===== src/pipelineCfgPkg.sv =====
package pipelineCfgPkg;

    // Monotone Boolean functions of seven variables
    localparam int varCount = 7;

    // One truth table covers every point of the hypercube
    localparam int funcBits = 1 << varCount;

    // The ports carry the truth table as two halves
    localparam int halfBits = funcBits / 2;

    // Running sum and wrapping count of nonzero pcoeffs
    localparam int sumBits = 38;
    localparam int countBits = 3;
    localparam int compBits = 7;

    // Result word layout, sum at bit 0 and count at bit 48
    localparam int outWordBits = 64;
    localparam int countLsb = 48;

endpackage


===== src/boolFuncPkg.sv =====
package boolFuncPkg;

    import pipelineCfgPkg::*;

    // ******************************
    // Truth table views
    // ******************************

    // Upper half first so that it lands in the high bits of the vector
    typedef struct packed {
        logic [halfBits-1:0] upper;
        logic [halfBits-1:0] lower;
    } funcHalves;

    // Same 128 bits, as one vector for logic or as the port halves
    typedef union packed {
        logic [funcBits-1:0] bits;
        funcHalves halves;
    } boolFunc;

    // ******************************
    // Stage to stage transfers
    // ******************************

    // A bot on its way to the counter, flagged when it opens a new top
    typedef struct packed {
        logic newTop;
        boolFunc bot;
    } botJob;

    // Counter output, underTop low means the pcoeff is zero
    typedef struct packed {
        logic newTop;
        logic underTop;
        logic [compBits-1:0] compCount;
    } countResult;

endpackage


===== src/botInputStage.sv =====
`timescale 1ns/1ps

module botInputStage (
    input  logic clk,
    input  logic rst,
    input  logic ivalid,
    input  logic startNewTop,
    input  boolFuncPkg::boolFunc inWord,
    output logic oready,
    output boolFuncPkg::boolFunc curTop,
    output logic jobValid,
    output boolFuncPkg::botJob job,
    input  logic busy
);

    import boolFuncPkg::*;

    logic accept;
    logic acceptBot;
    logic canIssue;
    logic bufValid;
    logic pendingNewTop;
    botJob bufJob;

    assign oready = !bufValid;
    assign accept = ivalid && oready;
    assign acceptBot = accept && !startNewTop;

    // The counter raises busy one edge after it sees jobValid, so the
    // cycle with jobValid high must not issue again
    assign canIssue = !busy && !jobValid;

    // ******************************
    // Control
    // ******************************

    always_ff @(posedge clk) begin
        if (!rst) begin
            bufValid <= 1'b0;
            pendingNewTop <= 1'b0;
            jobValid <= 1'b0;
            curTop <= '0;
        end else begin
            jobValid <= 1'b0;
            if (accept && startNewTop) begin
                curTop <= inWord;
                pendingNewTop <= 1'b1;
            end
            if (bufValid && canIssue) begin
                jobValid <= 1'b1;
                bufValid <= 1'b0;
            end else if (acceptBot) begin
                // Bypass the buffer when the counter can take the bot right away
                jobValid <= canIssue;
                bufValid <= !canIssue;
                pendingNewTop <= 1'b0;
            end
        end
    end

    // ******************************
    // Payload
    // ******************************

    always_ff @(posedge clk) begin
        if (bufValid && canIssue) begin
            job <= bufJob;
        end else if (acceptBot) begin
            if (canIssue) begin
                job <= '{newTop: pendingNewTop, bot: inWord};
            end else begin
                bufJob <= '{newTop: pendingNewTop, bot: inWord};
            end
        end
    end

endmodule


===== src/componentCounter.sv =====
`timescale 1ns/1ps

module componentCounter (
    input  logic clk,
    input  logic rst,
    input  logic jobValid,
    input  boolFuncPkg::botJob job,
    input  boolFuncPkg::boolFunc curTop,
    output logic busy,
    output logic resultValid,
    output boolFuncPkg::countResult result
);

    import pipelineCfgPkg::*;
    import boolFuncPkg::*;

    logic loadPhase;
    logic growPhase;
    logic newTopReg;
    boolFunc botReg;
    boolFunc topReg;
    logic [funcBits-1:0] remaining;
    logic [funcBits-1:0] comp;
    logic [funcBits-1:0] neighbours;
    logic [funcBits-1:0] grown;
    logic [funcBits-1:0] lowestBit;
    logic [compBits-1:0] compCount;
    logic underTop;
    logic takeJob;
    logic loadStep;
    logic seedStep;
    logic growStep;
    logic stable;
    logic report;

    // Phase decode, busy with neither flag set is the seed step
    assign takeJob = jobValid && !busy;
    assign loadStep = busy && loadPhase;
    assign growStep = busy && growPhase;
    assign seedStep = busy && !loadPhase && !growPhase;

    assign underTop = ~|(botReg.bits & ~topReg.bits);
    assign lowestBit = remaining & (~remaining + 1'b1);

    // ******************************
    // Hypercube neighbourhood
    // ******************************

    // Point i touches i with one of its seven index bits flipped
    always_comb begin
        for (int i = 0; i < funcBits; i++) begin
            neighbours[i] = 1'b0;
            for (int d = 0; d < varCount; d++) begin
                neighbours[i] = neighbours[i] | comp[i ^ (1 << d)];
            end
        end
    end

    assign grown = comp | (neighbours & remaining);
    assign stable = (grown == comp);

    // Not under the top ends right after the load, otherwise the empty set does
    assign report = (loadStep && !underTop) || (seedStep && remaining == '0);

    // ******************************
    // Control
    // ******************************

    always_ff @(posedge clk) begin
        if (!rst) begin
            busy <= 1'b0;
            loadPhase <= 1'b0;
            growPhase <= 1'b0;
            resultValid <= 1'b0;
            compCount <= '0;
        end else begin
            resultValid <= report;
            if (takeJob) begin
                busy <= 1'b1;
                loadPhase <= 1'b1;
            end else if (report) begin
                busy <= 1'b0;
                loadPhase <= 1'b0;
            end else if (loadStep) begin
                loadPhase <= 1'b0;
                compCount <= '0;
            end else if (growStep) begin
                if (stable) begin
                    growPhase <= 1'b0;
                    compCount <= compCount + 1'b1;
                end
            end else if (seedStep) begin
                growPhase <= 1'b1;
            end
        end
    end

    // ******************************
    // Payload
    // ******************************

    always_ff @(posedge clk) begin
        if (takeJob) begin
            botReg <= job.bot;
            topReg <= curTop;
            newTopReg <= job.newTop;
        end
        if (loadStep) begin
            remaining <= topReg.bits & ~botReg.bits;
        end
        if (seedStep) begin
            comp <= lowestBit;
        end
        if (growStep) begin
            // A finished component leaves the remaining set
            if (stable) begin
                remaining <= remaining & ~comp;
            end else begin
                comp <= grown;
            end
        end
        if (report) begin
            result.newTop <= newTopReg;
            result.underTop <= underTop;
            result.compCount <= underTop ? compCount : '0;
        end
    end

endmodule


===== src/pcoeffAccumulator.sv =====
`timescale 1ns/1ps

module pcoeffAccumulator (
    input  logic clk,
    input  logic rst,
    input  logic resultValid,
    input  boolFuncPkg::countResult result,
    output logic ovalid,
    output logic [pipelineCfgPkg::outWordBits-1:0] outWord
);

    import pipelineCfgPkg::*;

    logic [sumBits-1:0] runSum;
    logic [sumBits-1:0] baseSum;
    logic [sumBits-1:0] pcoeff;
    logic [countBits-1:0] runCount;
    logic [countBits-1:0] baseCount;

    // ******************************
    // Pcoeff and per-top restart
    // ******************************

    always_comb begin
        // Shifts past the sum width drop out, same as the wrapping add
        if (result.underTop) begin
            pcoeff = sumBits'(1) << result.compCount;
        end else begin
            pcoeff = '0;
        end
        // A new top starts from zero before its first bot is added
        baseSum = result.newTop ? '0 : runSum;
        baseCount = result.newTop ? '0 : runCount;
    end

    always_ff @(posedge clk) begin
        if (!rst) begin
            ovalid <= 1'b0;
            runSum <= '0;
            runCount <= '0;
        end else begin
            ovalid <= resultValid;
            if (resultValid) begin
                runSum <= baseSum + pcoeff;
                // The true pcoeff is nonzero exactly when the bot is under the top
                runCount <= baseCount + countBits'(result.underTop);
            end
        end
    end

    // ******************************
    // Output word
    // ******************************

    always_comb begin
        outWord = '0;
        outWord[sumBits-1:0] = runSum;
        outWord[countLsb +: countBits] = runCount;
    end

endmodule


===== src/dedekindPipelineTop.sv =====
`timescale 1ns/1ps

module dedekindPipelineTop (
    input  logic clk,
    input  logic rst,
    input  logic ivalid,
    input  logic startNewTop,
    input  logic [pipelineCfgPkg::halfBits-1:0] botLower,
    input  logic [pipelineCfgPkg::halfBits-1:0] botUpper,
    output logic oready,
    output logic ovalid,
    output logic [pipelineCfgPkg::outWordBits-1:0] summedDataPcoeffCountOut
);

    import boolFuncPkg::*;

    boolFunc inWord;
    boolFunc curTop;
    botJob job;
    countResult result;
    logic jobValid;
    logic busy;
    logic resultValid;

    // The offered word arrives as two port halves
    assign inWord.halves = '{upper: botUpper, lower: botLower};

    botInputStage inputStage (
        .clk(clk),
        .rst(rst),
        .ivalid(ivalid),
        .startNewTop(startNewTop),
        .inWord(inWord),
        .oready(oready),
        .curTop(curTop),
        .jobValid(jobValid),
        .job(job),
        .busy(busy)
    );

    componentCounter counter (
        .clk(clk),
        .rst(rst),
        .jobValid(jobValid),
        .job(job),
        .curTop(curTop),
        .busy(busy),
        .resultValid(resultValid),
        .result(result)
    );

    pcoeffAccumulator accumulator (
        .clk(clk),
        .rst(rst),
        .resultValid(resultValid),
        .result(result),
        .ovalid(ovalid),
        .outWord(summedDataPcoeffCountOut)
    );

endmodule


===== config.mk =====
export PLATFORM = sky130hd
export DESIGN_NAME = dedekindPipelineTop
export DESIGN_NICKNAME = d
export VERILOG_FILES = /design/src/pipelineCfgPkg.sv /design/src/boolFuncPkg.sv /design/src/botInputStage.sv /design/src/componentCounter.sv /design/src/pcoeffAccumulator.sv /design/src/dedekindPipelineTop.sv
export SDC_FILE = /design/constraint.sdc
export NUM_CORES = 2
export LEC_CHECK = 0
export ABC_AREA = 1
export BUFFER_PORTS_ARGS = -buffer_cell sky130_fd_sc_hd__clkbuf_2
export CORE_ASPECT_RATIO = 2
export CORE_MARGIN = 8
export CORE_UTILIZATION = 35
export CTS_CLUSTER_SIZE = 20
export DETAILED_ROUTE_END_ITERATION = 16
export SETUP_SLACK_MARGIN = 0.5
export SYNTH_ARGS = -nofsm -noshare
export SYNTH_HDL_FRONTEND = slang
export SYNTH_SLANG_ARGS = --single-unit

===== constraint.sdc =====
create_clock -name clk -period 32.6 [get_ports clk]
set_input_delay 6.52 -clock clk [delete_from_list [all_inputs] [get_ports clk]]
set_output_delay 6.52 -clock clk [all_outputs]
set_load 0.01 [all_outputs]

==> impl_metrics.yaml <==
setup_path:
  critPathKind: "input pin to flip-flop"
  end_kind: "flip-flop"
  regToRegSetupSlack_ps: 26760
  path_buf_inv: 3
  start_kind: "input pin"
  timing.critical_path.max_delay_family: "buffers and inverters"
  crit_path_cell_trace: "clkbuf_2 > nand3_4 > buf_4 > buf_4 > o21ai_0 > a21oi_1"
  cp.required_ps: 33240
  crit_top_cell: "buf_4"
  critPathMaxFanout: 81
  cp_slowest_cell: "buf_4"
  critPathLaunch: "startNewTop"
  critical-path-max-stage-delay_ps: 700
  worstReg2RegStart: "counter.comp[116]"
  timing.reg2reg.worst_path_depth: 15
  worst_ep_arrival_time_ps: 8790
  cp.depth: 6
floorplanning:
  pin_count: 198
  die_height_um: 530
  initial_core_util: 0.352
  core_ar_sq_um: 131000
  fp-row-count: 188
  die_area_sq_um: 145000
  die_width_um: 273
cts:
  cts.htree.levels: 3
  postCtsHoldBufs: 0
  postCtsResizedCells: 0
  clk_path_buf_depth: 3
  post-cts-setup-buffer-count: 0
  clock_latency_of_the_later_clocked_register_in_the_worst_skew_pair_ps: 720
  tritoncts: "built"
  cts_made_buffers: 90
  clk_pin_slew_ps: 70
  clock_sink_count: 964
  clockRootBuffer: "clkbuf_16"
synthesis:
  synth_sequential_area_ratio: 0.531
  yosys.area_share.adder: 0.0113
  yosys.cell_count.top_type: "nor2_1"
  yosys-mux-area-fraction: 0.0321
  post_synth_main_area_contributors: "edfxtp_1, dfxtp_1, nor2_1, nand2_1, inv_1"
  yosysTopAreaCell: "edfxtp_1"
  synth.yosys.warnings: 0
  synth.distinct_cells: 53
  ffs_latches_synth: 964
  synth.avg_cell_area_sq_um: 8.39
  synthCells: 5513
  synth-compound-area-share: 0.130
  asyncSetResetFlopFracSynth: 0
  synth_top_family_by_area: "simple AND/OR/NAND/NOR gates"
  synth_xor_area_frac: 0.00492
  synth-edff-count: 524
  netlist_area_sq_um: 46200
  netlist.area_leader.share: 0.340
  netlist_top_cells_count: "nor2_1, nand2_1, inv_1, o21ai_0, edfxtp_1"
  synth_simple_gate_area_share: 0.205
  ys.flop_type: "edfxtp_1"
placed_design:
  detailed_place_hpwl_um: 186000
  port_buffers: 174
  routabilityCongestion: 1.10
  post_dp_cell_area_sq_um: 48800
  dp_worst_setup_slack_ps: 23750
layout:
  n_fill_cell: 13500
  core_utilization_of_the_finished_layout: 0.396
  area.sequential_sq_um: 24500
  area_of_combinational_cells_with_multiple_inputs_sq_um: 17900
  post-route-cell-area_sq_um: 52000
  areaGrowthSynthToFinish_pct: 12.5
  final_layout_size_suffix_gt1_frac: 0.105
  num-nets-final: 5814
timing:
  finalWorstPathRequiredPeriod_ps: 8150
  timing.slew.headroom: 0.0434
  final_hold_viol_count: 0
  worst-slew-pin-transition_ps: 1430
  timing.final.ws_setup_ps: 24450
  setup_repair_after_global_routing_missed_its_margin: "no"
  finalSetupTns_ps: 0
  fin_worst_skew_ps: 23.4
  report.final.setup_viol: 0
  min_period_over_period: 0.250
  timing.fmax_ghz: 0.123
  final-max-slew-violation-count: 0
drt:
  drt-total-wl_um: 232000
  vias_per_cell: 5.51
  detail_route.drc_violations: 0
  number_of_design_rule_violations_left_by_the_first_detailed_router_iteration: 3014
  first_pass_iters: 6
  ant_nets: 0
  route.detailed.wl_per_inst_um: 31.1
  dr_total_vias: 41000
run_status:
  run_status: "finished, final reports clean"
min_path:
  holdCritPathClass: "flip-flop to flip-flop"
  hold_path_depth: 0
  min_from: "inputStage.job[5]"
power_and_ir_drop:
  total_leakage_power_nw: 21.0
  power.density_nw_per_um2: 72.7
  ir_worst_vdd_uv: 46.1
grt:
  antenna_found_initial: 24
  grt_pass1_vias: 41200
  grt_start_max_net_pins: 84
  globalRouteTotalUtil: 0.314
  grt_first_pass_wirelength_um: 318000
  global_route_congestion_overflow_total: 0
flow_run:
  cap_violations: 0
==> per-stage QoR <==
stage | cells | hold WS, ps | total power, mW
finish | 7447 | 414 | 3.78
global route | 7437 | 415 | 3.90
CTS | 7429 | 393 | 3.76
detailed placement | 7259 | 405 | 2.63
global placement | 7259 | 401 | 2.63
floorplan | 5535 | 400 | 2.05
==> final timing paths <==
path,end
worst min register to register,counter.botReg[5]
worst max-delay path,inputStage.curTop[24]
worst max register to register,counter.comp[120]
worst min-delay path,counter.botReg[5]
==> layer usage <==
layer,vias up,GRT usage,routed length (um)
met5,-,0,103
li1,18900,-,-
met1,19700,0.278,70800
met2,1660,0.572,119000
met4,12,0.332,30200
met3,777,0.0530,11300
==> cell usage in the layout (no fill, tap or decap), drive strengths merged, types with 17 or more instances in the layout <==
cell type and n:
a21oi 281, a31oi 109, buf 60, clkbuf 286, clkinv 30, conb 23
dfxtp 440, diode 18, edfxtp 524, ha 40, inv 789, mux2 129
nand2 778, nand3 412, nand4 140, nor2 788, nor3 74, nor4 20
o211ai 17, o21ai 594, o22ai 57, xor2 18
==> worst register-to-register path: cells and delay by family, from the launching register on <==
family                 cells  cell delay, ps
AO/OA/AOI/OAI              3            1670
buffers and inverters      2            1130
flip-flops                 1             390
AND/OR/NAND/NOR           10            2530
==> kinds of logic after synthesis <==
family | count (synthesis)
flip-flops | 964
other | 1
AO/OA/AOI/OAI | 1117
multiplexers | 132
buffers and inverters | 1002
AND/OR/NAND/NOR | 2230
adder cells (fa/ha/maj) | 41
XOR/XNOR | 26
==> power by group <==
group          switching (mW)  internal [mW]  leakage (nW)
logic                   0.807          0.237          11.1
clock network           0.517          0.612          1.49
registers               0.204           1.41          8.45
total                    1.53           2.25          21.0
==> final cells by class <==
| cell class | count | share of cell area |
|---|---|---|
| clock buffers | 113 | 0.0463 |
| flip-flops and latches | 964 | 0.472 |
| diodes | 18 | 0.000866 |
| repair buffers | 233 | 0.0253 |
| inverters | 783 | 0.0566 |
| well taps | 1710 | 0.0411 |
| clock inverters | 57 | 0.0140 |
| multi-input cells | 3569 | 0.344 |
==> state kept, by name (all words and copies together), names as in the netlist, 3 cells and up, named ones only <==
signal                cells
inputStage.curTop       128
inputStage.job          129
counter.result            9
inputStage.bufJob       129
accumulator.runCount      3
counter.compCount         7
accumulator.runSum       38
counter.remaining       128
counter.botReg          128
counter.comp            128
counter.topReg          128
(Power assumes the default switching activity.)
